**config.mk**
```make
export PLATFORM = sky130hd
export DESIGN_NAME = cache_tag_array
export DESIGN_NICKNAME = d
export VERILOG_FILES = /design/src/cache_pkg.sv /design/src/cache_tag_array.sv
export VERILOG_INCLUDE_DIRS = /design/src
export SDC_FILE = /design/constraint.sdc
export NUM_CORES = 1
export LEC_CHECK = 0
export ABC_CLOCK_PERIOD_IN_PS = 2450
export CORE_AREA = 2 2 269 271
export DETAILED_ROUTE_END_ITERATION = 7
export DIE_AREA = 0 0 271 273
export DONT_BUFFER_PORTS = 1
export PLACE_DENSITY = 0.66
export SKIP_LAST_GASP = 1
export SLEW_MARGIN = 15
export SYNTH_ARGS = -nofsm -noshare
export SYNTH_HDL_FRONTEND = slang
export SYNTH_SLANG_ARGS = --single-unit
export TNS_END_PERCENT = 10
```
**constraint.sdc**
```tcl
create_clock -name clk -period 2.45 [get_ports clk]
set_input_delay 0.1225 -clock clk [delete_from_list [all_inputs] [get_ports clk]]
set_output_delay 0.1225 -clock clk [all_outputs]
set_load 0.05 [all_outputs]
```
**src/cache_defs.svh**
```systemverilog
`ifndef CACHE_DEFS_SVH
`define CACHE_DEFS_SVH

// cache geometry
// 128 lines of 8 words, 16-bit words
`define CACHE_LINES 128
`define CACHE_WORDS 8

// address split, byte address of 16 bits
// tag + index + word offset + byte bit
`define TAG_BITS 5
`define INDEX_BITS 7
`define OFFSET_BITS 3

// backing memory
// cycles from read request to data_valid
`define MEM_LATENCY 4
// one word per even byte address
`define MEM_WORDS 32768

// start value of each memory word is its byte address xor this
`define MEM_INIT_XOR 16'h5a5a

`endif

```
**src/cache_pkg.sv**
```systemverilog
`include "cache_defs.svh"

package cache_pkg;

	// byte address seen as cache fields, msb first
	typedef struct packed {
		logic [`TAG_BITS-1:0]    tag;
		logic [`INDEX_BITS-1:0]  index;
		logic [`OFFSET_BITS-1:0] offset;
		// byte within word, ignored by the cache
		logic                    byte_sel;
	} cache_addr_fields_t;

	// one address, two views
	typedef union packed {
		logic [15:0]        raw;
		cache_addr_fields_t fields;
	} cache_addr_u;

	// processor request as held on the pins
	typedef struct packed {
		logic        op;
		logic        write;
		cache_addr_u addr;
		logic [15:0] data;
	} cache_req_t;

	// one tag array entry
	typedef struct packed {
		logic                 valid;
		logic [`TAG_BITS-1:0] tag;
	} tag_entry_t;

	// request into the backing memory
	typedef struct packed {
		logic        enable;
		logic        write;
		logic [15:0] addr;
		logic [15:0] data;
	} mem_req_t;

endpackage

```
**src/cache_tag_array.sv**
```systemverilog
`timescale 1ns/1ps
`include "cache_defs.svh"

module cache_tag_array (
	input  logic                   clk,
	input  logic                   arst_n,
	input  logic [`INDEX_BITS-1:0] index,
	input  logic                   write,
	input  cache_pkg::tag_entry_t  wentry,
	output cache_pkg::tag_entry_t  rentry
);

	// valid bits need reset, tags do not
	logic [`CACHE_LINES-1:0] valid_q;
	logic [`TAG_BITS-1:0]    tags [`CACHE_LINES];

	// whole cache invalid after reset
	always_ff @(posedge clk or negedge arst_n) begin
		if (!arst_n) begin
			valid_q <= '0;
		end else if (write) begin
			valid_q[index] <= wentry.valid;
		end
	end

	always_ff @(posedge clk) begin
		if (write) begin
			tags[index] <= wentry.tag;
		end
	end

	// async lookup for same-cycle hit detect
	assign rentry.valid = valid_q[index];
	assign rentry.tag   = tags[index];

	// fill only ever installs live lines
	a_write_valid: assert property (
		@(posedge clk) disable iff (!arst_n)
		write |-> wentry.valid
	);

endmodule

```
==> impl_results.rst <==
.. list-table::
   :header-rows: 1

   * - Metric
     - Value
   * - Arrival @ worst endpoint
     - 2.81 ns
   * - CTS Hold Buffers Added
     - 9
   * - Async S/R FF share, synth
     - 16.7%
   * - CTS clk-pin slew, worst paths
     - 0.06 ns
   * - Total leakage power
     - 13.1 nW
   * - Clock Skew
     - 0 ns
   * - Number of clock buffers inserted by TritonCTS
     - 77
   * - Die extent in y
     - 273 um
   * - Power share of the sequential group
     - 50.9%
   * - Minimum period implied by the final worst setup slack
     - 2.94 ns
   * - Worst setup path startpoint
     - tags[39][4]
   * - Num rows
     - 98
   * - Origin of the critical flop-to-flop path
     - valid_q[73]
   * - Total iterations of the first detailed-routing run
     - 5
   * - Cell at the slowest stage of the critical path
     - mux4_2
   * - Maximum number of pins on one net before global-route repair
     - 282
   * - Sequential area share after synthesis
     - 70.5%
   * - Post-synthesis net count
     - 1920
   * - Number of endpoints failing setup at the final stage
     - 6
   * - Count of max-cap constraint violations
     - 0
   * - Average wire per cell in the routed design
     - 25.5 um
   * - Global-route usage over all layers
     - 21.3%
   * - Number of I/O pins
     - 22
   * - Combinational fraction of design power
     - 6.1%
   * - Outcome
     - finished with violations
   * - Avg Vias per Cell
     - 5.89
   * - Type of the tightest min-delay check
     - input port to asynchronous set/reset pin
   * - Die Area
     - 74000 sq um
   * - Post-route ant nets
     - 0
   * - Core utilization of the finished layout
     - 52.6%
   * - Cell types with the largest area share after synthesis
     - edfxtp_1 (60%), dfrtp_1 (10%), mux2_2 (7.6%)
   * - Nature of the critical path endpoint
     - output pin
   * - Number of distinct library cell variants in the gate-level netlist after synthesis
     - 37
   * - Crit path largest cell delay
     - 0.52 ns
   * - Gate Count Post-Synth
     - 1904
   * - Clock group share of total power
     - 42.9%
   * - Internal portion of total power
     - 0.0224 W
   * - Core Region
     - 71000 sq um
   * - DRC Markers
     - 0
   * - PnR worst setup slack
     - -0.485 ns
   * - RSZ-0062 raised after global routing
     - true
   * - Clk Latency, worst-skew pair
     - 0.62 ns
   * - Sinks on Clock Net
     - 768
   * - R2r endpoint
     - valid_q[73]
   * - TritonCTS clock tree
     - yes
   * - H-tree depth
     - 3
   * - Worst vdd rail ir drop
     - 0.000652 V
   * - Total power of the final layout
     - 0.0284 W
   * - Library cell occupying the most area in the post-synthesis netlist
     - edfxtp_1
   * - First-pass GRT wire length
     - 118000 um
   * - Synthesized cell area
     - 31800 sq um
   * - Switching Share
     - 21.3%
   * - Non-filler cells, final
     - 3082
   * - Cell with the most instances after synthesis
     - edfxtp_1
   * - Worst R2R Setup Slack
     - 1.66 ns
   * - Syn avg cell area
     - 16.7 sq um
   * - Max frequency
     - 0.341 GHz
   * - Routed wire length
     - 78600 um
   * - Power density normalized to cell area
     - 761 nW/um^2
   * - Biggest fanout along the worst timing path
     - 1
   * - Number of buffers inserted to repair setup after CTS
     - 0
   * - Count of vias placed by the detailed router
     - 18.2k
   * - # placed instances
     - 2930
   * - Data required time of the critical path
     - 2.33 ns
   * - Tightest slew margin relative to the limit
     - 54.0%
   * - Starting DRC count in detailed routing
     - 1925
   * - Initial core utilization
     - 44.8%
   * - Half-perimeter wire length after detailed placement
     - 44800 um
   * - End of the critical path
     - rentry[4]
   * - Fin. max-slew vios
     - 0
   * - Area Growth Syn to Fin
     - 17.4%
   * - Ranking of synthesized cells by instance count
     - edfxtp_1 (640), mux2_2 (215), a221oi_1 (152)
   * - Warning count from the yosys run
     - 0
   * - Area share of the largest cell type after synthesis
     - 60.4%
   * - Clock tree root driver cell
     - clkbuf_16
   * - Final Cycle Share
     - 120%
   * - Horizontal extent of the die
     - 271 um
   * - Sequence of cells on the critical path
     - nand2_1, mux4_2, a221oi_1, a311oi_2, nor4_4, buf_12
   * - Worst hold slack
     - -0.790 ns
   * - Grt ovf
     - 0
   * - Transition time at the pin with the least slew margin
     - 0.685 ns
   * - Maximum clock insertion buffer count
     - 3
   * - Buffers added on ports
     - 0
   * - Leading register cell type out of synthesis
     - edfxtp_1
   * - Antenna violations before repair
     - 1
   * - Failing checks
     - hold timing, setup timing
   * - Type of the worst setup path
     - flip-flop to output pin
   * - Layout cells sized above 1
     - 33.8%
   * - Startpoint kind of the worst setup timing path
     - flip-flop
   * - Power spent charging and discharging nets
     - 0.00604 W
   * - Number of register bits inferred by synthesis
     - 768
   * - Final weighted congestion in routability-driven placement
     - 0.819
   * - Number of flops mapped to enable cells by yosys
     - 640
   * - Hold Vio Cnt, Final
     - 140
   * - Number of antenna repair diodes
     - 0
   * - Count of nets after finishing
     - 2084
   * - Number of global-route vias before repair
     - 18.4k
   * - Cell depth of the worst flop-to-flop path
     - 1
-- how the worst min path moves through the flow --
stage / start / end / cells past startpoint
4_1_cts: arst_n / valid_q[49] / 0
5_1_grt: arst_n / valid_q[53] / 0
3_5_place_dp: arst_n / valid_q[81] / 0
6_report: arst_n / valid_q[81] / 0
3_3_place_gp: arst_n / valid_q[80] / 0
2_1_floorplan: arst_n / valid_q[0] / 0
-- cell usage in the layout, fill, tap and decap left out, types with 12 or more instances in the layout --
| cell type | netlist | final |
|---|---|---|
| edfxtp_1 | 640 | 640 |
| mux2_2 | 215 | 215 |
| buf_4 | 25 | 205 |
| nor2_1 | 133 | 133 |
| dfrtp_1 | 128 | 128 |
| a221oi_1 | 152 | 126 |
| nand2_1 | 100 | 100 |
| mux2i_1 | 90 | 90 |
| nand2b_1 | 89 | 87 |
| clkbuf_16 | 0 | 77 |
| mux4_2 | 63 | 63 |
| o21ai_0 | 45 | 44 |
| o221a_2 | 38 | 38 |
| a221oi_2 | 0 | 24 |
| clkinv_2 | 0 | 18 |
| buf_12 | 0 | 14 |
| nand3_1 | 12 | 12 |
-- registers in the layout, summed over array words and instances (netlist names) --
name	flops
valid_q	128
tags	640
-- area by class of cell --
type | instances | area, sq um
clock buffers | 97 | 2100
flip-flops and latches | 768 | 22400
clock inverters | 46 | 551
fillers | 5632 | 33700
multi-input cells | 991 | 9040
inverters | 1 | 3.75
well taps | 950 | 1190
repair buffers | 229 | 2030
-- cell families after synthesis --
family / share of synthesized area (%)
and+or+nand+nor: 5.09
buffers and inverters: 2.30
DFF: 70.5
muxes: 14.9
AOI/OAI and AO/OA: 7.17
-- power groups by stage --
stage               registers (W)  clock network (W)  logic (W)
floorplan                  0.0147                  0    0.00111
global placement           0.0147                  0    0.00140
detailed placement         0.0147                  0    0.00141
CTS                        0.0145             0.0124    0.00173
global route               0.0145             0.0129    0.00183
finish                     0.0145             0.0122    0.00174
-- layer usage --
| layer | wire [um] | share of wire (%) | vias to the layer above | GRT usage [%] |
|---|---|---|---|---|
| met3 | 5670 | 7.2 | 130 | 3.95 |
| li1 | - | - | 7906 | - |
| met2 | 37500 | 48 | 712 | 34.3 |
| met5 | 0 | 0 | - | 0 |
| met1 | 32900 | 42 | 9409 | 29.0 |
| met4 | 2460 | 3.1 | 0 | 8.07 |
-- worst max-delay path, delay by kind of cell, from the launching register on --
| family | cells | cell delay (ns) |
|---|---|---|
| DFF | 1 | 0.34 |
| buffers and inverters | 1 | 0.20 |
| muxes | 1 | 0.52 |
| AOI/OAI and AO/OA | 2 | 0.55 |
| and+or+nand+nor | 2 | 0.55 |
-- through the flow --
stage,instance area [sq um],TNS [ns],setup slack [ns]
after CTS,37300,-2.78,-0.477
after global routing,37300,-3.19,-0.549
after floorplan,31800,-0.350,-0.0858
after global placement,34200,-0.544,-0.177
final,37300,-2.74,-0.485
after detailed placement,34200,-0.494,-0.150
-- what timing repair did --
item	CTS	global route
hold endpoints to repair	899	128
gates resized for setup	45	3
endpoints found under the setup margin	6	6
pin swaps	7	1
(Power assumes the default switching activity.)
