--- src/cache_defs.svh ---
`ifndef CACHE_DEFS_SVH
`define CACHE_DEFS_SVH

// cache geometry
// 128 lines of 8 words, 16-bit words
`define CACHE_LINES 128
`define CACHE_WORDS 8

// address split, byte address of 16 bits
// tag + index + word offset + byte bit
`define TAG_BITS 5
`define INDEX_BITS 7
`define OFFSET_BITS 3

// backing memory
// cycles from read request to data_valid
`define MEM_LATENCY 4
// one word per even byte address
`define MEM_WORDS 32768

// start value of each memory word is its byte address xor this
`define MEM_INIT_XOR 16'h5a5a

`endif

--- src/cache_pkg.sv ---
`include "cache_defs.svh"

package cache_pkg;

	// byte address seen as cache fields, msb first
	typedef struct packed {
		logic [`TAG_BITS-1:0]    tag;
		logic [`INDEX_BITS-1:0]  index;
		logic [`OFFSET_BITS-1:0] offset;
		// byte within word, ignored by the cache
		logic                    byte_sel;
	} cache_addr_fields_t;

	// one address, two views
	typedef union packed {
		logic [15:0]        raw;
		cache_addr_fields_t fields;
	} cache_addr_u;

	// processor request as held on the pins
	typedef struct packed {
		logic        op;
		logic        write;
		cache_addr_u addr;
		logic [15:0] data;
	} cache_req_t;

	// one tag array entry
	typedef struct packed {
		logic                 valid;
		logic [`TAG_BITS-1:0] tag;
	} tag_entry_t;

	// request into the backing memory
	typedef struct packed {
		logic        enable;
		logic        write;
		logic [15:0] addr;
		logic [15:0] data;
	} mem_req_t;

endpackage

--- src/cache_controller.sv ---
`timescale 1ns/1ps
`include "cache_defs.svh"

module cache_controller (
	input  logic                    clk,
	input  logic                    arst_n,
	input  cache_pkg::cache_req_t   req,
	input  cache_pkg::tag_entry_t   rentry,
	input  logic                    busy,
	input  logic                    fill_rd,
	input  cache_pkg::cache_addr_u  fill_addr,
	input  logic [`OFFSET_BITS-1:0] fill_offset,
	input  logic                    fill_data_write,
	input  logic [15:0]             mem_rdata,
	output logic [`INDEX_BITS-1:0]  index,
	output logic [`OFFSET_BITS-1:0] offset,
	output logic                    data_write,
	output logic [15:0]             data_wdata,
	output logic                    miss,
	output cache_pkg::mem_req_t     mem_req,
	output logic                    stall
);

	// one extra stall cycle after miss or busy
	logic stall_q;
	// request taken this cycle
	logic accept;
	logic store;

	// invalid line or different tag
	assign miss = req.op && (!rentry.valid || (rentry.tag != req.addr.fields.tag));

	always_ff @(posedge clk or negedge arst_n) begin
		if (!arst_n) begin
			stall_q <= 1'b0;
		end else begin
			stall_q <= miss || busy;
		end
	end

	// tag write settles during the extra cycle
	assign stall  = miss || busy || stall_q;
	assign accept = req.op && !stall;
	assign store  = accept && req.write;

	// processor holds its request, so index stays on the missing line
	assign index = req.addr.fields.index;

	// fill owns the word select and write data while busy
	assign offset     = busy ? fill_offset : req.addr.fields.offset;
	assign data_write = busy ? fill_data_write : store;
	assign data_wdata = busy ? mem_rdata : req.data;

	// fill reads while busy, write-through stores otherwise
	always_comb begin
		if (busy) begin
			mem_req.enable = fill_rd;
			mem_req.write  = 1'b0;
			mem_req.addr   = fill_addr.raw;
			mem_req.data   = '0;
		end else begin
			mem_req.enable = store;
			mem_req.write  = 1'b1;
			mem_req.addr   = req.addr.raw;
			mem_req.data   = req.data;
		end
	end

	// fill only starts from a miss, never on the edge of a store
	a_no_store_in_fill: assert property (
		@(posedge clk) disable iff (!arst_n)
		(mem_req.enable && mem_req.write) |=> !busy
	);

endmodule

--- config.mk ---
export PLATFORM = sky130hd
export DESIGN_NAME = cache_controller
export DESIGN_NICKNAME = d
export VERILOG_FILES = /design/src/cache_pkg.sv /design/src/cache_controller.sv
export VERILOG_INCLUDE_DIRS = /design/src
export SDC_FILE = /design/constraint.sdc
export NUM_CORES = 1
export LEC_CHECK = 0
export ABC_AREA = 1
export BUFFER_PORTS_ARGS = -buffer_cell sky130_fd_sc_hd__buf_2
export CORE_AREA = 2 2 55 57
export DETAILED_ROUTE_END_ITERATION = 10
export DIE_AREA = 0 0 57 59
export GPL_TIMING_DRIVEN = 0
export PLACE_DENSITY = 0.84
export SLEW_MARGIN = 20
export SYNTH_ARGS = -nofsm -noshare
export SYNTH_HDL_FRONTEND = slang
export SYNTH_SLANG_ARGS = --single-unit
--- constraint.sdc ---
create_clock -name clk -period 0.89 [get_ports clk]
set_input_delay 0.0445 -clock clk [delete_from_list [all_inputs] [get_ports clk]]
set_output_delay 0.0445 -clock clk [all_outputs]
set_load 0.01 [all_outputs]
==> results of run 1 <==
layer usage:
| metal | part of all wire | GRT usage |
|---|---|---|
| met3 | 0.069 | 0.00873 |
| met1 | 0.38 | 0.207 |
| met2 | 0.55 | 0.333 |
| met5 | 0 | 0 |
| met4 | 0.0055 | 0.00997 |
per-stage QoR:
stage | std cells | utilization | TNS (ns) | total power [mW]
floorplan | 172 | - | 0 | 0.408
global placement | 344 | 0.549 | 0 | 0.789
detailed placement | 344 | 0.549 | -0.00239 | 0.795
CTS | 345 | 0.558 | 0 | 0.808
global route | 347 | 0.589 | -0.166 | 0.937
finish | 347 | 0.589 | 0 | 0.849
what timing repair did:
action / 4_1_cts / 5_1_grt
gates cloned: 0 / 0
setup buffers: 0 / 2
setup endpoints to repair: 1 / 19
hold endpoints to repair: 1 / 0
pin swaps: 0 / 13
hold buffers: 1 / 0
gates resized for setup: 3 / 22
logic make-up after synthesis:
| kind of cell | count (synthesis) |
|---|---|
| flops | 1 |
| simple gates | 106 |
| compound gates | 20 |
| buf+inv | 45 |
critical path: cells and delay by family:
family / cells / cell delay, ns
AND/OR/NAND/NOR: 7 / 0.57
buffers and inverters: 3 / 0.22
area by class of cell:
cell class,count,share of cell area
flip-flops and latches,1,0.0157
inverters,29,0.0698
repair buffers,144,0.489
well taps,31,0.0243
multi-input cells,126,0.330
plain buffers,16,0.0706
synthesized netlist by cell type:
cell type | number | area, µm²
clkbuf_1 | 1 | 3.75
o21ai_0 | 20 | 100
buf_4 | 8 | 60.1
nor2_1 | 20 | 75.1
inv_1 | 28 | 105
dfrtp_1 | 1 | 25.0
buf_2 | 7 | 35.0
nand2_2 | 1 | 6.26
inv_2 | 1 | 3.75
nand4_2 | 1 | 12.5
nand3_1 | 2 | 10.0
nand2_1 | 82 | 308
report_power, final:
part | internal [mW] | leakage [nW] | switching [mW]
sequential | 0.0488 | 0.0103 | 0.000520
combinational | 0.395 | 1.14 | 0.404
clock | 0 | 0 | 0
total | 0.444 | 1.15 | 0.404
worst max path at each step:
stage / from / end / slack, ns
after CTS: req[29] / data_write / 0.003
after global placement: rentry[2] / data_write / 0.006
after global routing: rentry[0] / data_write / -0.07
after detailed placement: req[27] / data_write / -0.002
final: req[27] / data_write / 0.01
after floorplan: busy / data_wdata[12] / 0.20
==> impl_metrics.csv, run 1 <==
group,metric,value,unit
status,status,"complete, no violations",
critical_path,cp.arrival,0.84,ns
route,drc_errors,0,
route,wl,3470,µm
floorplan,core-area,2710,µm²
global_route,track_usage,0.167,
layout,largest_reg_flops,1,
yosys,ys_warn_count,0,
layout,regMostFlops,"stall_q",
critical_path,cp_max_fo,4,
layout,area_growth,114,%
sta,worstMarginPinSlew,0.348,ns
critical_path,cpMaxStageDelayCell,"nor2_1",
yosys,synth_top_family_by_area,"simple AND/OR/NAND/NOR gates",
floorplan,rows,19,
critical_path,cp-end-kind,"primary output",
yosys,yosys.area_share.simple,0.553,
place,port-buffer-count,141,
route,drt_iter0_markers,39,
sta,grt_setup_unrepaired,"true",
layout,diodes,0,
floorplan,ioPinCount,143,
yosys,syn-instance-count,172,
layout,final_nets,398,
layout,seq_area,25.0,µm²
critical_path,critical_path_class,"input pin to primary output",
flow_run,max_cap_viol_count,0,
yosys,synth_xor_area_frac,0,
yosys,synth_fa_ha_area_frac,0,
yosys,synthesis.area,744,µm²
yosys,avgSynthCellArea,4.33,µm²
yosys,synthMuxAreaShare,0,
sta,setup_ws,0.0102,ns
route,routed-via-count,1476,
place,place_area,1490,µm²
yosys,syn-num-nets,252,
global_route,antenna_found_initial,0,
layout,fillers,263,
floorplan,dieArea,3360,µm²
global_route,grt_overflow,0,
layout,multi_input_area,527,µm²
global_route,first_global_vias,1240,
critical_path,max_stage_delay,0.12,ns
power,p_per_area,532,nW/µm²
sta,min_period_over_period,0.989,
route,detail-route-antenna-nets,0,
critical_path,crit_chain,"buf_6 -> inv_2 -> nand2_1 -> nand2_1 -> nor2_1 -> nand3_1 -> nand2_2 -> nand4_2 -> nand2_1 -> buf_2",
worst_hold_path,min_path_type,"input pin to asynchronous set/reset pin",
place,dp_slack,-0.00239,ns
yosys,ys_ff_latch,1,
yosys,ys_types,12,
critical_path,worst_ep_required_time,0.85,ns
layout,final_common_cell,"buf_2",
layout,reg_top3,"stall_q: 1 flops",
sta,hold_viol,0,
floorplan,die_w,57,µm
layout,final_area,1600,µm²
critical_path,start_kind,"input pin",
route,first_pass_iters,4,
floorplan,chipHeight,59,µm
place,dpl.hpwl,2760,µm
route,via_per_inst,4.25,
global_route,grt_pass1_wl,4820,µm
global_route,grt_max_degree,11,
sta,max_freq,1.14,GHz
sta,setup_viol,0,
sta,timing.final.crit_period,0.880,ns
sta,slew_violations,0,
floorplan,initial_utilization,0.275,
layout,drive_gt1_frac,0.544,
layout,final_cell_mix,"buf_2 (136), nand2_1 (77), inv_1 (23), o21ai_0 (20), nor2_1 (19)",
power,p_leak,1.15,nW
power,ir_worst_vdd,0.363,mV
critical_path,crit_top_cell,"nand2_1",
yosys,ys_seq_area_frac,0.0336,
yosys,synth_compound_area_frac,0.134,
route,routedWlPerCell,10.0,µm
sta,whs,0.362,ns
place,place_congestion,0.748,
cts,clk_pin_slew,0,ns
sta,maxSlewHeadroom,0.768,
Power figures use the tool's default switching activity.
==> run 2, diff against run 1 <==
--- a/config.mk
+++ b/config.mk
@@ -13,6 +13,7 @@
 export DIE_AREA = 0 0 57 59
 export GPL_TIMING_DRIVEN = 0
 export PLACE_DENSITY = 0.84
+export SETUP_SLACK_MARGIN = 0.3
 export SLEW_MARGIN = 20
 export SYNTH_ARGS = -nofsm -noshare
 export SYNTH_HDL_FRONTEND = slang
==> run 2 against run 1 <==
Against the previous run: the run now ends with negative setup slack left; routed wire length rose by 37%; sequential power about the same; final cell count up 3.7%; via count increased by 13%; largest cell class unchanged; setup slack got worse by 0.036 ns; critical path depth decreased by 1; utilization increased by 29 points; critical endpoint unchanged.
==> impl_metrics.csv, run 2 (synthesis gave the netlist of run 1 again) <==
group,metric,value,unit
status,status,"finished with violations",
status,failed_checks,"negative setup slack",
power,switching_share,0.447,
floorplan,die_w,57,µm
critical_path,worst_ep_required_time,0.85,ns
layout,layout.cells.non_filler,360,
route,routed-via-count,1670,
sta,grt_setup_unrepaired,"true",
layout,reg_top3,"stall_q: 1 flops",
layout,largest_reg_flops,1,
floorplan,initial_utilization,0.275,
global_route,grt_overflow,0,
critical_path,crit_top_cell,"nand2_1",
layout,final_common_cell,"buf_2",
place,place_area,1500,µm²
critical_path,cp-end-kind,"primary output",
sta,timing.final.crit_period,0.916,ns
floorplan,ioPinCount,143,
floorplan,rows,19,
worst_hold_path,min_path_type,"input pin to asynchronous set/reset pin",
route,via_per_inst,4.64,
cts,clk_pin_slew,0,ns
place,port-buffer-count,141,
place,dpl.hpwl,2760,µm
route,wl,4770,µm
route,drc_errors,0,
power,seqPwrFrac,0.038,
critical_path,cpMaxStageDelayCell,"nor2_1",
sta,maxSlewHeadroom,0.874,
critical_path,critical_path_class,"input pin to primary output",
floorplan,dieArea,3360,µm²
global_route,grt_pass1_wl,5490,µm
power,clkPwrFrac,0,
sta,max_freq,1.09,GHz
sta,worstMarginPinSlew,0.189,ns
global_route,grt_max_degree,11,
sta,setup_ws,-0.0256,ns
layout,fillers,153,
sta,hold_viol,0,
place,place_inst,344,
global_route,track_usage,0.197,
critical_path,cp_max_fo,4,
floorplan,core-area,2710,µm²
layout,diodes,0,
route,first_pass_iters,4,
layout,final_cell_mix,"buf_2 (115), nand2_1 (38), nand2_2 (30), buf_6 (29), inv_1 (21)",
layout,area_growth,220,%
sta,setup_viol,2,
critical_path,crit_chain,"buf_6 -> nand2_1 -> nand2_1 -> nor2_1 -> nand3_1 -> nand2_2 -> nand4_2 -> nand2_1 -> buf_2",
layout,final_nets,411,
global_route,first_global_vias,1351,
layout,drive_gt1_frac,0.751,
place,dp_slack,-0.0218,ns
flow_run,max_cap_viol_count,0,
global_route,antenna_found_initial,0,
power,combinationalPowerShare,0.962,
route,routedWlPerCell,13.2,µm
place,place_congestion,0.777,
power,p_switching,0.587,mW
power,p_int,0.727,mW
route,detail-route-antenna-nets,0,
critical_path,cp.arrival,0.87,ns
floorplan,chipHeight,59,µm
power,p_leak,1.45,nW
critical_path,max_stage_delay,0.13,ns
critical_path,start_kind,"input pin",
layout,regMostFlops,"stall_q",
power,ir_worst_vdd,0.448,mV
sta,slew_violations,0,
power,p_per_area,552,nW/µm²
route,drt_iter0_markers,40,
sta,min_period_over_period,1.03,
layout,final_area,2380,µm²
==> run 2: cell type report <==
cell class                      count  area, µm²  area share
Buffer                             16        195      0.0820
Inverter                           29        126      0.0531
Multi-Input combinational cell    126        818       0.344
Sequential cell                     1       25.0      0.0105
Tap cell                           31       38.8      0.0163
Timing Repair Buffer              157       1180       0.494
==> run 2: worst max-delay path by stage <==
stage	from	to	slack, ns	depth (start not counted)
after floorplan	stall_q	data_write	0.23	3
after detailed placement	req[28]	data_write	-0.02	10
after global routing	req[28]	data_write	-0.12	9
after global placement	req[27]	data_write	-0.008	10
after CTS	req[31]	data_write	-0.009	9
final	req[29]	data_write	-0.03	9
==> run 2: through the flow <==
stage	total power [mW]	TNS, ns	hold slack [ns]	utilization
after global routing	1.40	-0.241	0.377	0.879
after floorplan	0.421	0	-0.251	-
final	1.31	-0.0481	0.355	0.879
after global placement	0.798	-0.00848	-0.177	0.555
after CTS	1.07	-0.00878	0.311	0.734
after detailed placement	0.805	-0.0450	-0.177	0.555
==> run 2: power groups by stage <==
| stage | sequential [mW] | combinational [mW] | clock, mW |
|---|---|---|---|
| finish | 0.0495 | 1.26 | 0 |
| global route | 0.0498 | 1.35 | 0 |
| CTS | 0.0494 | 1.02 | 0 |
| detailed placement | 0.0494 | 0.756 | 0 |
| global placement | 0.0496 | 0.748 | 0 |
| floorplan | 0.0493 | 0.372 | 0 |
==> run 2: layer usage <==
metal,GRT usage,vias to the layer above,share of wire
li1,-,819,-
met1,0.205,752,0.31
met2,0.420,93,0.60
met3,0.0349,6,0.085
met4,0.0133,0,0.012
met5,0,-,0
==> run 2: what timing repair did <==
item / 4_1_cts / 5_1_grt
gates resized for setup: 95 / 89
buffers inserted: 4 / 2
cloned: 8 / 1
hold buffers: 1 / 0
endpoints found under the setup margin: 57 / 50
pin swaps: 23 / 38
hold endpoints to repair: 1 / 0
==> run 2: critical path, delay by kind of cell <==
family / cells / cell delay [ns]
simple gates: 7 / 0.60
buf+inv: 2 / 0.21
==> run 3, diff against run 2 <==
--- a/config.mk
+++ b/config.mk
@@ -8,11 +8,12 @@
 export LEC_CHECK = 0
 export ABC_AREA = 1
 export BUFFER_PORTS_ARGS = -buffer_cell sky130_fd_sc_hd__buf_2
-export CORE_AREA = 2 2 55 57
+export CORE_ASPECT_RATIO = 0.6
+export CORE_MARGIN = 1
+export CORE_UTILIZATION = 23
 export DETAILED_ROUTE_END_ITERATION = 10
-export DIE_AREA = 0 0 57 59
 export GPL_TIMING_DRIVEN = 0
-export PLACE_DENSITY = 0.84
+export PLACE_DENSITY = 0.76
 export SETUP_SLACK_MARGIN = 0.3
 export SLEW_MARGIN = 20
 export SYNTH_ARGS = -nofsm -noshare
==> constraint.sdc (replaced) <==
create_clock -name clk -period 0.8 [get_ports clk]
set_input_delay 0.04 -clock clk [delete_from_list [all_inputs] [get_ports clk]]
set_output_delay 0.04 -clock clk [all_outputs]
set_load 0.01 [all_outputs]
==> run 3 against run 2 <==
Against the previous run: the run still ends with negative setup slack left; cell area grew 18%; total power grew 38%; highest routed layer unchanged; worst hold slack got worse by 0.0054 ns; die area increased by 3.4%; global-route usage up 5.7 points; sequential power increased by 13%; largest cell class unchanged; routed wire length rose by 48%; sequential cell count is the same; sequential share of layout area decreased by 0.16 points; critical path depth is 1 higher; setup slack got worse by 0.31 ns.
==> impl_metrics.csv, run 3 (synthesis gave the netlist of run 1 again) <==
group,metric,value,unit
status,status,"finished with violations",
status,failed_checks,"negative setup slack",
worst_hold_path,min_path_type,"input pin to primary output",
global_route,grt_pass1_wl,6630,µm
layout,layout.cells.non_filler,375,
route,routedWlPerCell,18.9,µm
sta,slew_violations,0,
layout,regMostFlops,"stall_q",
layout,final_common_cell,"buf_2",
sta,timing.final.crit_period,1.14,ns
floorplan,core-area,2970,µm²
floorplan,chipHeight,46.1,µm
route,drc_errors,0,
global_route,grt_overflow,0,
layout,largest_reg_flops,1,
global_route,track_usage,0.254,
global_route,grt_use_met3,0.0284,
layout,diodes,0,
sta,worstMarginPinSlew,0.207,ns
place,place_inst,355,
route,via_per_inst,4.94,
sta,max_freq,0.880,GHz
floorplan,dieArea,3480,µm²
critical_path,worst_ep_required_time,0.76,ns
power,ir_worst_vdd,0.412,mV
layout,final_area,2800,µm²
global_route,grt-busiest-layer,"met2",
place,place_area,1820,µm²
sta,whs,0.350,ns
sta,setup_viol,5,
route,wl,7070,µm
floorplan,rows,15,
global_route,met2_usage,0.545,
sta,setup_ws,-0.337,ns
sta,grt_setup_unrepaired,"true",
critical_path,cp-end-kind,"primary output",
layout,fin_util,0.945,
critical_path,start_kind,"input pin",
route,detail-route-antenna-nets,0,
layout,fillers,89,
route,routed-via-count,1851,
layout,final_cell_mix,"buf_2 (99), buf_6 (46), nand2_4 (30), nand2_1 (30)",
route,drt_iter0_markers,78,
place,port-buffer-count,141,
floorplan,initial_utilization,0.251,
critical_path,critical_path_class,"input pin to primary output",
critical_path,cp_max_fo,3,
critical_path,cp.arrival,1.10,ns
floorplan,die_w,75.5,µm
route,first_pass_iters,4,
global_route,grt.met1_usage,0.282,
sta,maxSlewHeadroom,0.862,
sta,min_period_over_period,1.42,
layout,final_nets,415,
sta,hold_viol,0,
global_route,first_global_vias,1565,
layout,reg_top3,"stall_q: 1 flops",
layout,area_growth,276,%
layout,drive_gt1_frac,0.814,
place,dpl.hpwl,2900,µm
power,p_per_area,646,nW/µm²
flow_run,max_cap_viol_count,0,
power,p_leak,1.61,nW
global_route,antenna_found_initial,0,
place,place_congestion,0.689,
global_route,grt_max_degree,11,
floorplan,ioPinCount,143,
## run 3: changes by cell type in the layout (fill, tap and decap cells not counted), sizes merged
cell  change
buf       +4
## run 3: layout make-up
class	count	area [µm²]	share of cell area
repair buffers	161	1360	0.485
multi-input cells	126	1020	0.365
inverters	29	124	0.0442
plain buffers	16	220	0.0786
flip-flops and latches	1	25.0	0.00893
well taps	42	52.6	0.0188
## run 3: timing repair
item	CTS	global route
setup buffers	9	2
resized for setup	97	50
setup endpoints to repair	57	57
hold buffers	1	0
endpoints found under the hold margin	1	0
pin swaps	45	17
cloned	8	0
## run 3: stage by stage
stage          power, mW  setup WS (ns)  TNS (ns)
2_1_floorplan      0.655          0.150         0
3_3_place_gp        1.08        -0.0951    -0.188
3_5_place_dp        1.09        -0.0981    -0.212
4_1_cts             1.54        -0.0917    -0.208
5_1_grt             1.91         -0.513     -2.36
6_report            1.81         -0.337     -1.60
## run 3: final timing paths
path	from	cells past startpoint	end
min in group asynchronous	arst_n	2	stall_q
max	rentry[2]	10	data_write
max in group asynchronous	arst_n	2	stall_q
min	fill_addr[10]	4	mem_req[26]
## run 3: power breakdown
| group | internal, mW | leakage [nW] | switching [mW] |
|---|---|---|---|
| combinational | 0.918 | 1.60 | 0.836 |
| sequential | 0.0544 | 0.0103 | 0.00161 |
| clock | 0 | 0 | 0 |
| total | 0.973 | 1.61 | 0.837 |
## run 3: critical path, cell delays in order
cell and delay [ns]:
buf_6 0.07, inv_1 0.04, nand2_1 0.07, nand2_1 0.10, nor2_1 0.16, nand3_1 0.14
nand2_2 0.14, nand4_4 0.13, nand2_2 0.10, buf_6 0.10
## run 3: routing by layer
layer  part of all wire  vias to the layer above
met2               0.47                      135
met4              0.065                        0
met3              0.094                       44
met1               0.37                      845
met5                  0                        -
li1                   -                      827
