$ cat src/cache_defs.svh
`ifndef CACHE_DEFS_SVH
`define CACHE_DEFS_SVH

// cache geometry
// 128 lines of 8 words, 16-bit words
`define CACHE_LINES 128
`define CACHE_WORDS 8

// address split, byte address of 16 bits
// tag + index + word offset + byte bit
`define TAG_BITS 5
`define INDEX_BITS 7
`define OFFSET_BITS 3

// backing memory
// cycles from read request to data_valid
`define MEM_LATENCY 4
// one word per even byte address
`define MEM_WORDS 32768

// start value of each memory word is its byte address xor this
`define MEM_INIT_XOR 16'h5a5a

`endif

$ cat src/cache_pkg.sv
`include "cache_defs.svh"

package cache_pkg;

	// byte address seen as cache fields, msb first
	typedef struct packed {
		logic [`TAG_BITS-1:0]    tag;
		logic [`INDEX_BITS-1:0]  index;
		logic [`OFFSET_BITS-1:0] offset;
		// byte within word, ignored by the cache
		logic                    byte_sel;
	} cache_addr_fields_t;

	// one address, two views
	typedef union packed {
		logic [15:0]        raw;
		cache_addr_fields_t fields;
	} cache_addr_u;

	// processor request as held on the pins
	typedef struct packed {
		logic        op;
		logic        write;
		cache_addr_u addr;
		logic [15:0] data;
	} cache_req_t;

	// one tag array entry
	typedef struct packed {
		logic                 valid;
		logic [`TAG_BITS-1:0] tag;
	} tag_entry_t;

	// request into the backing memory
	typedef struct packed {
		logic        enable;
		logic        write;
		logic [15:0] addr;
		logic [15:0] data;
	} mem_req_t;

endpackage

$ cat src/cache_fill_fsm.sv
`timescale 1ns/1ps
`include "cache_defs.svh"

module cache_fill_fsm (
	input  logic                    clk,
	input  logic                    arst_n,
	input  logic                    miss,
	input  cache_pkg::cache_addr_u  miss_addr,
	input  logic                    data_valid,
	output logic                    busy,
	output logic                    mem_rd,
	output cache_pkg::cache_addr_u  mem_addr,
	output logic [`OFFSET_BITS-1:0] fill_offset,
	output logic                    data_write,
	output logic                    tag_write
);

	typedef enum logic [1:0] {
		IDLE,
		REQUEST,
		DRAIN
	} fill_state_e;

	fill_state_e             state;
	// next word to request
	logic [`OFFSET_BITS-1:0] req_cnt;
	// next word to come back
	logic [`OFFSET_BITS-1:0] ret_cnt;
	cache_pkg::cache_addr_u  line_q;
	logic                    last_ret;

	// eighth return closes the fill
	assign last_ret = data_valid && (ret_cnt == `OFFSET_BITS'(`CACHE_WORDS - 1));

	always_ff @(posedge clk or negedge arst_n) begin
		if (!arst_n) begin
			state   <= IDLE;
			req_cnt <= '0;
			ret_cnt <= '0;
		end else begin
			case (state)
				IDLE: begin
					if (miss) begin
						state   <= REQUEST;
						req_cnt <= '0;
					end
				end
				// one read per cycle, words 0 to 7
				REQUEST: begin
					req_cnt <= req_cnt + 1'b1;
					if (req_cnt == `OFFSET_BITS'(`CACHE_WORDS - 1)) begin
						state <= DRAIN;
					end
				end
				// up to MEM_LATENCY reads still in flight
				DRAIN: begin
					if (last_ret) begin
						state <= IDLE;
					end
				end
				default: state <= IDLE;
			endcase
			// returns may start before all requests are out
			// counter wraps back to 0 after the last word
			if (data_valid) begin
				ret_cnt <= ret_cnt + 1'b1;
			end
		end
	end

	// missing line, held for the whole fill
	always_ff @(posedge clk) begin
		if (state == IDLE && miss) begin
			line_q <= miss_addr;
		end
	end

	// line-aligned word address
	always_comb begin
		mem_addr.fields.tag      = line_q.fields.tag;
		mem_addr.fields.index    = line_q.fields.index;
		mem_addr.fields.offset   = req_cnt;
		mem_addr.fields.byte_sel = 1'b0;
	end

	assign busy        = (state != IDLE);
	assign mem_rd      = (state == REQUEST);
	// returns come back in order
	assign fill_offset = ret_cnt;
	assign data_write  = data_valid && busy;
	// tag goes in with the last word, same edge
	assign tag_write   = last_ret && (state == DRAIN);

	// memory only returns data for reads issued here
	a_no_data_idle: assert property (
		@(posedge clk) disable iff (!arst_n)
		(state == IDLE) |-> !data_valid
	);

	// single tag write, a fixed time after the fill starts
	a_tag_write_pulse: assert property (
		@(posedge clk) disable iff (!arst_n)
		tag_write |-> $past(busy, `CACHE_WORDS + `MEM_LATENCY - 1)
			&& !$past(busy, `CACHE_WORDS + `MEM_LATENCY)
	);

endmodule

$ cat config.mk
export PLATFORM = sky130hd
export DESIGN_NAME = cache_fill_fsm
export DESIGN_NICKNAME = d
export VERILOG_FILES = /design/src/cache_pkg.sv /design/src/cache_fill_fsm.sv
export VERILOG_INCLUDE_DIRS = /design/src
export SDC_FILE = /design/constraint.sdc
export NUM_CORES = 1
export LEC_CHECK = 0
export ABC_AREA = 1
export ABC_CLOCK_PERIOD_IN_PS = 2400
export BUFFER_PORTS_ARGS = -buffer_cell sky130_fd_sc_hd__clkbuf_2
export CORE_AREA = 10 10 53 55
export DETAILED_ROUTE_END_ITERATION = 10
export DIE_AREA = 0 0 63 65
export PLACE_DENSITY_LB_ADDON = 0.3
export RECOVER_POWER = 100
export SLEW_MARGIN = 5
export SYNTH_ARGS = -nofsm -noshare
export SYNTH_HDL_FRONTEND = slang
export SYNTH_SLANG_ARGS = --single-unit
$ cat constraint.sdc
create_clock -name clk -period 2.4 [get_ports clk]
set_clock_uncertainty 0.15 [all_clocks]
set_input_delay 0.12 -clock clk [delete_from_list [all_inputs] [get_ports clk]]
set_output_delay 0.12 -clock clk [all_outputs]
set_load 0.05 [all_outputs]
==> results of run 1 <==
-- flip-flops by register name, indices dropped and copies added, names as in the netlist --
name         flops
state            2
req_cnt          3
fill_offset      3
line_q          12
-- worst max-delay path, stage by stage (launching register included) --
cell	delay, ns
dfrtp_1	0.40
ha_1	0.16
ha_1	0.13
nand2_1	0.07
nor3_1	0.14
clkbuf_1	0.51
-- stage by stage --
stage,hold slack [ns],utilization (%),worst slack [ns],total power [uW],instances
after global routing,0.160,60.8,0.293,1440,142
after floorplan,-0.326,-,0.0250,1060,59
after CTS,0.0482,62.6,0.631,1400,142
after detailed placement,-0.170,53.1,0.959,1220,123
after global placement,-0.172,53.1,0.968,1210,123
final,0.124,60.8,0.437,1340,142
-- final timing paths --
path | start | end | cells after the start | slack (ns)
max in group asynchronous | arst_n | fill_offset[2] | 2 | 1.68
min in group clk | fill_offset[0] | fill_offset[0] | 1 | 0.35
min reg2reg | fill_offset[0] | fill_offset[0] | 1 | 0.35
max reg2reg | state[0] | line_q[14] | 4 | 0.67
min | arst_n | req_cnt[1] | 2 | 0.12
max | fill_offset[0] | tag_write | 5 | 0.44
-- cell families (layout without fill, tap and decap cells) --
kind of cell               count (synthesis)  count (layout)
other                                      1               1
and+or+nand+nor                           20              20
buffers and inverters                      8              64
AOI/OAI and AO/OA                          5               5
xor gates and xnor gates                   1               1
DFF                                       20              20
adders and majority gates                  4               4
-- layout make-up --
| type | instances | area [um2] | area share [%] |
|---|---|---|---|
| flip-flops and latches | 20 | 561 | 49.6 |
| repair buffers | 53 | 309 | 27.3 |
| multi-input cells | 31 | 175 | 15.5 |
| well taps | 27 | 33.8 | 2.99 |
| clock buffers | 4 | 26.3 | 2.32 |
| inverters | 7 | 26.3 | 2.32 |
-- layout by cell type, fill, tap and decap left out, drive strengths merged --
cell type / synthesis / final
conb: 1 / 1
o21a: 1 / 1
nor2: 2 / 2
dlygate4sd3: 0 / 15
clkbuf: 0 / 42
nand2: 16 / 16
edfxtp: 12 / 12
xor2: 1 / 1
nor3: 1 / 1
ha: 4 / 4
inv: 7 / 7
o21ai: 4 / 4
dfrtp: 8 / 8
nand3: 1 / 1
-- report_power, final --
| part | switching [uW] | leakage, uW | total, uW | internal, uW |
|---|---|---|---|---|
| Combinational | 526 | 0.000275 | 663 | 137 |
| Sequential | 61.3 | 0.000208 | 529 | 468 |
| Clock | 88.0 | 0.0000150 | 152 | 64.4 |
| Total | 675 | 0.000499 | 1340 | 669 |
-- metal layers --
metal / vias to the layer above / global-route usage, % / share of wire [%]
li1: 303 / - / -
met1: 274 / 8.76 / 43
met2: 30 / 16.8 / 47
met3: 2 / 4.64 / 9.6
met4: 0 / 2.51 / 0.34
met5: - / 0 / 0
==> results.md, run 1 <==
- Status: complete, no violations
- Antenna viol nets, final: 0
- Leakage power figure: roughly 0.0005 uW
- Clock buffer depth: 2
- Vias in the first global route: ~680
- Mapped Area: between 700 and 800 um2
- Xor/xnor share of the synthesized area: 1.14%
- Clk Latency, worst-skew pair: 0.28 ns
- Required time of the worst setup path: approximately 2.1 ns
- DRC errors left: 0
- Complex-gate fraction of the synthesized area: approximately 3.6%
- Final Cell Area: 1130 um2
- Period minus WS final: a little under 2 ns
- CTS tree: built
- Root buffer cell: clkbuf_4
- Pin count of the biggest net entering global routing: 13
- Synth Area in Simple Gates: about 11%
- Row count: 16
- IO Count: 43
- Die Wd: about 63 um
- Drt via density: 4.29
- Hold Fails Final Rpt: 0
- Top cells by count, synth: 16 x nand2_1, 12 x edfxtp_1, 8 x dfrtp_1
- Async set-or-reset flop fraction in the synthesized netlist: approximately two fifths
- Die Footprint: ~4100 um2
- Synth top area share: a little under half
- Placed Area: 988 um2
- Worst ir drop on vdd: approximately 0.0009 V
- Routed len/inst: between 10 and 15 um
- Initial antenna violation count: 0
- Die Ht: about 65 um
- TritonCTS Buffers: 3
- #FFs+latches synth: 20
- Most common cell in the netlist: nand2_1
- Routed WL: roughly 1.8 mm
- Hold-fix buffers at CTS: 15
- Synth Area in Adders: about 6.5%
- Reg clk slew, reported paths: about 0.1 ns
- Max-Cap Viols: 0
- Area delta synth->final: 47.0%
- Final worst-path cycle share: about 82%
- Antenna Cells: 0
- Initial DRC Count: 10
- Initial core utilization: 41.3%
- Number of setup violations in the final report: 0
- DRT Pass-1 Iters: 3
- CTS sink count: 20
- Post-CTS setup buffer count: 0
- Arr. time, crit path: about 1.7 ns
- Least-Margin Pin Slew: roughly 0.64 ns
- Dominant cells by area after synthesis: edfxtp_1 47%, dfrtp_1 26%, nand2_1 7.8%
- Top FF cell, synth: edfxtp_1
- All-Layer GR Usage: between 9 and 10%
- CTS resizes: 0
- Hold Path Class: input port to async pin
- Fillers: around 170
- Worst-path fanout max: 3
- RePlAce Congestion: 0.711
- Worst Setup Path Type: flop to primary output
- Setup TNS: 0 ns
- Headroom to the max-slew limit: a little under three fifths
- Port bufs: 37
- Largest family of logic cells by synthesized area: simple AND/OR/NAND/NOR gates
- Post-synth top area cell: edfxtp_1
- Mux contribution to synthesized area: 0%
- First-pass GRT wire length: ~3.1 mm
- Max Fclk: between 500 and 600 MHz
- Global route total overflow: 0
- Critical Path Source Type: flop
- HPWL Detailed: approximately 1.4 mm
- Pwr Density: ~1200 nW/um2
- RSZ-0062 raised after global routing: no
- Ys Warns: 0
- Share of cells above drive strength 1: ~16%
- H-tree depth: 1
- CORE AREA: between 1500 and 2000 um2
- Slew Limit Fails: 0
- Final #Nets: 140
- Register area share after synthesis: between 70% and 80%
- Post-synth cell types: 16
- Gate Count Post-Synth: slightly below 60
- Crit end category: primary output
- Via count: approximately 600
- Mean area per synthesized cell: about 13 um2
- Number of synthesized flops with an enable pin: 12
- Syn nets: 83
No activity file was read; power rests on OpenSTA's default activity.
==> inputs of run 2 (changes only) <==
--- a/config.mk
+++ b/config.mk
@@ -7,11 +7,11 @@
 export NUM_CORES = 1
 export LEC_CHECK = 0
 export ABC_AREA = 1
-export ABC_CLOCK_PERIOD_IN_PS = 2400
+export ABC_CLOCK_PERIOD_IN_PS = 1700
 export BUFFER_PORTS_ARGS = -buffer_cell sky130_fd_sc_hd__clkbuf_2
-export CORE_AREA = 10 10 53 55
+export CORE_AREA = 10 10 56 58
 export DETAILED_ROUTE_END_ITERATION = 10
-export DIE_AREA = 0 0 63 65
+export DIE_AREA = 0 0 66 68
 export PLACE_DENSITY_LB_ADDON = 0.3
 export RECOVER_POWER = 100
 export SLEW_MARGIN = 5
==> constraint.sdc (replaced) <==
create_clock -name clk -period 1.7 [get_ports clk]
set_clock_uncertainty 0.15 [all_clocks]
set_input_delay 0.085 -clock clk [delete_from_list [all_inputs] [get_ports clk]]
set_output_delay 0.085 -clock clk [all_outputs]
set_load 0.05 [all_outputs]
==> run 2 against run 1 <==
Sequential power grew 42%. Sequential share of layout area shrank 2.3 points. Flip-flop and latch count is the same. First-iteration DRC count shrank 40%. Wire length grew 3.4%. Count of clock-buffer cells in the layout is the same. Worst setup slack lost 0.33 ns. Die area grew 9.6%. Critical path depth is the same. Via count shrank 0.66%. Hold slack lost 0.034 ns. Global-route usage shrank 0.61 points. Critical path type unchanged. Critical endpoint unchanged. Largest cell class unchanged. Largest power group unchanged. Highest routed layer is now met3.
==> results.md, run 2 (synthesis gave the netlist of run 1 again) <==
- Status: complete, no violations
- Setup TNS: 0 ns (unchanged)
- Required time of the worst setup path: 1.46 ns (-0.67 ns)
- Most common cell after layout, fill and taps aside: clkbuf_1
- Critical Path Source Type: flop
- Share of cells above drive strength 1: 26.7% (+11 points)
- All-Layer GR Usage: 8.49% (-0.61 points)
- Fillers: 184 (+8.9%)
- Worst ir drop on vdd: 0.00127 V (+44%)
- Reg clk slew, reported paths: 0.10 ns (about the same)
- R2r setup slk: 0.19 ns (-0.48 ns)
- Leakage power figure: 0.000535 uW (+7.2%)
- Die Footprint: 4490 um2 (+9.6%)
- Hold Fails Final Rpt: 0 (unchanged)
- Period minus WS final: between 1.5 and 2 ns
- Cell Count, Final, Fillers Out: 144 (+1.4%)
- Routed WL: 1.85 mm (+3.4%)
- Area delta synth->final: 55.0%
- DRC errors left: 0 (unchanged)
- FF-to-FF path depth: 3 (-1)
- Clk Latency, worst-skew pair: 0.29 ns (about the same)
- HPWL Detailed: 1.37 mm (+1.4%)
- Arr. time, crit path: 1.36 ns (-0.33 ns)
- Via count: 605 (-0.66%)
- DRT Pass-1 Iters: 4 (+1)
- Worst r2r src: state[0]
- Worst Setup Path Type: flop to primary output
- Max reg flops: 12 (unchanged)
- Port bufs: 37 (unchanged)
- Routing usage on met2: 14.4% (-2.4 points)
- Pwr Density: 1690 nW/um2 (+42%)
- Final worst-path cycle share: 93.6%
- Most frequent cells in the layout: 20 x clkbuf_1, 17 x clkbuf_2, 15 x nand2_1, 15 x dlygate4sd3_1, 12 x edfxtp_1
- Initial core utilization: 36.5% (-4.8 points)
- Number of setup violations in the final report: 0 (unchanged)
- Slew Limit Fails: 0 (unchanged)
- Drt via density: 4.20 (-2.0%)
- Crit. Startpoint: fill_offset[0]
- Crit end category: primary output
- RSZ-0062 raised after global routing: no
- H-tree depth: 1 (unchanged)
- Die Wd: 66 um (+4.8%)
- Row count: 17 (+1)
- CORE AREA: 2110 um2 (+13%)
- Reg2Reg Capture Point: line_q[15]
- Least-Margin Pin Slew: 0.618 ns (-0.0239 ns)
- Final #Nets: 141 (+0.71%)
- Max Fclk: roughly 630 MHz
- Max-Cap Viols: 0 (unchanged)
- TritonCTS Buffers: 3 (unchanged)
- Clock buffer depth: 2 (unchanged)
- Hold Path Class: input port to async pin
- Root buffer cell: clkbuf_4
- Initial DRC Count: 6 (-4)
- Grt peak-use layer: met2
- Initial antenna violation count: 0 (unchanged)
- Grt met1 use: 9.09% (+0.33 points)
- Headroom to the max-slew limit: 59.0% (+1.6 points)
- Worst-path fanout max: 2 (-1)
- IO Count: 43 (unchanged)
- CTS tree: built
- CTS sink count: 20 (unchanged)
- Global route total overflow: 0 (unchanged)
- Routed len/inst: 12.8 um (+1.9%)
- RePlAce Congestion: 0.673 (-5.5%)
- Die Ht: 68 um (+4.6%)
- Antenna Cells: 0 (unchanged)
- First-pass GRT wire length: 3.05 mm (-0.46%)
- Top reg by flops: line_q
- Antenna viol nets, final: 0 (unchanged)
- Pin count of the biggest net entering global routing: 13 (unchanged)
- Vias in the first global route: 684 (+1.0%)
- Met3 usage: 4.57% (-0.071 points)
- Placed Cells: 123 (unchanged)
run 2: cell types whose count changed in the layout (fill, tap and decap cells not counted), moves of 2 or more:
cell / previous run / this run
dfrtp_2: 0 / 2
clkbuf_1: 26 / 20
clkbuf_2: 13 / 17
dfrtp_1: 8 / 6
run 2: power by group:
part	leakage [uW]	switching [uW]	internal (uW)
logic	0.000308	773	228
registers	0.000206	86.2	663
clock network	0.0000210	130	130
run 2: worst max path at each step:
| stage | depth (start not counted) | end | slack (ns) |
|---|---|---|---|
| after global routing | 5 | tag_write | 0.009 |
| after detailed placement | 5 | tag_write | 0.25 |
| after global placement | 5 | tag_write | 0.26 |
| after CTS | 5 | tag_write | 0.001 |
| after floorplan | 3 | tag_write | 0.06 |
| final | 5 | tag_write | 0.11 |
run 2: cell type report:
type / count / area (um2) / share of cell area, %
Clock buffer: 4 / 36.3 / 3.04
Inverter: 7 / 26.3 / 2.20
Multi-Input combinational cell: 31 / 199 / 16.7
Sequential cell: 20 / 563 / 47.2
Tap cell: 28 / 35.0 / 2.94
Timing Repair Buffer: 54 / 333 / 27.9
run 2: timing repair:
item	CTS	global route
endpoints found under the setup margin	1	1
hold buffers	15	0
endpoints found under the hold margin	27	0
buffers inserted	0	2
gates resized for setup	3	3
pin swaps	0	1
run 2: routing by layer:
layer,vias up,share of wire (%)
met5,-,0
met4,0,0
met3,0,13
met2,29,47
met1,272,40
li1,304,-
run 2: per-stage QoR:
step / utilization [%] / setup slack, ns / power (uW) / instance area, um2 / hold slack, ns
floorplan: - / 0.0612 / 1520 / 793 / -0.361
global placement: 47.8 / 0.262 / 1730 / 1010 / -0.208
detailed placement: 47.8 / 0.249 / 1750 / 1010 / -0.207
CTS: 57.2 / 0.00149 / 2050 / 1200 / 0.000878
global route: 56.6 / 0.00950 / 2170 / 1190 / 0.123
finish: 56.6 / 0.110 / 2010 / 1190 / 0.0893
run 2: worst max-delay path: stages (launching register included):
cell and delay, ns:
dfrtp_2 0.41, ha_1 0.20, ha_2 0.17, nand2_2 0.09, nor3_4 0.05, buf_8 0.15
==> inputs of run 3 (changes only) <==
--- a/config.mk
+++ b/config.mk
@@ -6,7 +6,6 @@
 export SDC_FILE = /design/constraint.sdc
 export NUM_CORES = 1
 export LEC_CHECK = 0
-export ABC_AREA = 1
 export ABC_CLOCK_PERIOD_IN_PS = 1700
 export BUFFER_PORTS_ARGS = -buffer_cell sky130_fd_sc_hd__clkbuf_2
 export CORE_AREA = 10 10 56 58
==> run 3 against run 2 <==
Critical path depth down 2. Combinational power up 4%. Via count down 11%. Total power up 0.29%. Worst setup slack worse by 0.048 ns. Final cell count down 10%. Sequential share of layout area up 1.5 points. Count of clock-buffer cells in the layout down 1. Non-clock buffer count down 1. Fmax down 3.0%. Utilization down 2.0 points. Hold slack worse by 0.0084 ns. Critical path type unchanged. Largest cell class unchanged.
==> results.md, run 3 <==
- Via count: 537 (-11%)
- Syn nets: 69 (-17%)
- TritonCTS Buffers: 3 (unchanged)
- Most common cell after layout, fill and taps aside: clkbuf_1
- Leakage power figure: 0.000483 uW (-9.6%)
- Clock buffer depth: 2 (unchanged)
- CORE AREA: 2110 um2 (unchanged)
- Register area share after synthesis: 72.8% (unchanged)
- Top cells by count, synth: 12 x edfxtp_1, 8 x dfrtp_1, 4 x ha_1
- Pin count of the biggest net entering global routing: 13 (unchanged)
- Initial antenna violation count: 0 (unchanged)
- Number of synthesized flops with an enable pin: 12 (unchanged)
- #FFs+latches synth: 20 (unchanged)
- R2r setup slk: 0.23 ns (+0.04 ns)
- Least-Margin Pin Slew: 0.619 ns (+0.000324 ns)
- Required time of the worst setup path: 1.46 ns (about the same)
- Worst-path fanout max: 6 (+4)
- HPWL Detailed: 1.27 mm (-7.3%)
- Clk Latency, worst-skew pair: 0.29 ns (about the same)
- Area delta synth->final: 49.6%
- Number of setup violations in the final report: 0 (unchanged)
- Drt via density: 4.16 (-0.92%)
- Antenna viol nets, final: 0 (unchanged)
- Mapped Area: 769 um2 (unchanged)
- CTS sink count: 20 (unchanged)
- Pwr Density: 1750 nW/um2 (+3.9%)
- Vias in the first global route: 577 (-16%)
- Hold Path Class: input port to async pin
- Final Cell Area: 1150 um2 (-3.5%)
- Initial DRC Count: 5 (-1)
- Dpl ws: 0.206 ns (-0.0436 ns)
- Top reg by flops: line_q
- Period minus WS final: 1.64 ns (+0.0484 ns)
- RSZ-0062 raised after global routing: no
- Max Fclk: 610 MHz (-3.0%)
- Global route total overflow: 0 (unchanged)
- Die Ht: 68 um (unchanged)
- Initial core utilization: 36.5% (unchanged)
- Die Wd: 66 um (unchanged)
- Status: complete, no violations
- DRT Pass-1 Iters: 2 (-2)
- Synth top area share: 46.8% (unchanged)
- H-tree depth: 1 (unchanged)
- Routed WL: 1.78 mm (-3.5%)
- Total power draw: 2020 uW (+0.29%)
- Slew Limit Fails: 0 (unchanged)
- Most common cell in the netlist: edfxtp_1
- Worst r2r src: state[0]
- Most frequent cells in the layout: 20 x clkbuf_1, 16 x clkbuf_2, 15 x dlygate4sd3_1
- RePlAce Congestion: 0.674 (+0.25%)
- Max-Cap Viols: 0 (unchanged)
- Final #Nets: 126 (-11%)
- DRC errors left: 0 (unchanged)
- Placed Area: 992 um2 (-1.4%)
- Slack of the critical path: 0.0612 ns (-0.0484 ns)
- Reg clk slew, reported paths: 0.10 ns (about the same)
- Arr. time, crit path: 1.40 ns (+0.04 ns)
- Headroom to the max-slew limit: 58.9% (about the same)
- Worst Setup Path Type: flop to primary output
- CTS tree: built
- Port bufs: 37 (unchanged)
- All-Layer GR Usage: 8.10% (-0.39 points)
- Hold Fails Final Rpt: 0 (unchanged)
- Critical Path Source Type: flop
- Row count: 17 (unchanged)
- Antenna Cells: 0 (unchanged)
- Crit end category: primary output
- Top FF cell, synth: edfxtp_1
- Share of cells above drive strength 1: 27.7% (+1.0 points)
- Dominant cells by area after synthesis: edfxtp_1 47%, dfrtp_1 26%, ha_1 6.5%
- Max reg flops: 12 (unchanged)
- Die Footprint: 4490 um2 (unchanged)
- Post-synth cell types: 19 (+3)
- Worst ir drop on vdd: 0.00128 V (+0.72%)
- Reg2Reg Capture Point: line_q[12]
- FF-to-FF path depth: 2 (-1)
- IO Count: 43 (unchanged)
- Ys Warns: 0 (unchanged)
- Post-synth top area cell: edfxtp_1
- Root buffer cell: clkbuf_4
- Final worst-path cycle share: 96.4% (+2.8 points)
- Routed len/inst: 13.8 um (+7.7%)
- Async set-or-reset flop fraction in the synthesized netlist: 40.0% (unchanged)
- Gate Count Post-Synth: 45 (-24%)
- Mean area per synthesized cell: 17.1 um2 (+31%)
- First-pass GRT wire length: 2.82 mm (-7.7%)
==> run 3: changes by cell type in the layout (fill, tap and decap cells not counted), sizes merged, moves of 2 or more <==
| cell | delta |
|---|---|
| nand2b | +2 |
| mux2 | +3 |
| o21ai | -4 |
| inv | -6 |
| nand2 | -15 |
| nor2b | +3 |
| buf | -2 |
| a22o | +3 |
==> run 3: area by class of cell <==
class	count	area, um2
fill	194	955
sequential	20	561
timing repair buffer	53	320
multi-input combinational	23	205
tap	28	35.0
clock buffer	3	22.5
clock inverter	1	3.75
inverter	1	3.75
==> run 3: kinds of logic after synthesis <==
logic type,after synthesis,synth area share (%)
compound gates,5,5.04
xor+xnor,1,1.14
fa+ha+maj,4,6.50
buf+inv,2,1.46
flops,20,72.8
mux,3,4.88
other cells,1,0.487
simple gates,9,7.64
==> run 3: routing by layer <==
layer  up-vias  routed length [um]  track usage, %
li1        270                   -               -
met1       237                 791            9.13
met2        30                 750            12.8
met3         0                 238            4.24
met4         0                   0            3.14
met5         -                   0               0
==> run 3: power breakdown <==
group	switching (uW)	internal (uW)
logic	750	293
clock network	132	85.2
registers	90.8	667
==> run 3: metrics by stage <==
| step | std cells | hold slack [ns] | util, % | setup TNS, ns |
|---|---|---|---|---|
| after CTS | 128 | 0.00306 | 55.6 | 0 |
| after global routing | 129 | 0.114 | 54.7 | 0 |
| after global placement | 109 | -0.207 | 47.1 | 0 |
| after detailed placement | 109 | -0.204 | 47.1 | 0 |
| after floorplan | 45 | -0.361 | - | -0.0459 |
| final | 129 | 0.0810 | 54.7 | 0 |
==> run 3: what timing repair did <==
action | CTS | global route
gates resized for setup | 1 | 3
hold buffers | 15 | 0
setup endpoints to repair | 1 | 2
setup buffers | 0 | 1
endpoints found under the hold margin | 24 | 0
==> run 3: critical path, cell delays in order (launching register included) <==
cell and delay (ns):
dfrtp_1 0.44, or2_4 0.29, and2_1 0.15, clkbuf_2 0.23
==> run 3: how the worst max path moves through the flow <==
stage / startpoint / end / slack, ns / cells after the start
2_1_floorplan: fill_offset[0] / tag_write / -0.05 / 4
3_3_place_gp: state[0] / line_q[7] / 0.22 / 2
3_5_place_dp: state[0] / line_q[14] / 0.21 / 2
4_1_cts: state[0] / data_write / 0.009 / 3
5_1_grt: fill_offset[0] / tag_write / 0.003 / 5
6_report: state[0] / data_write / 0.06 / 3
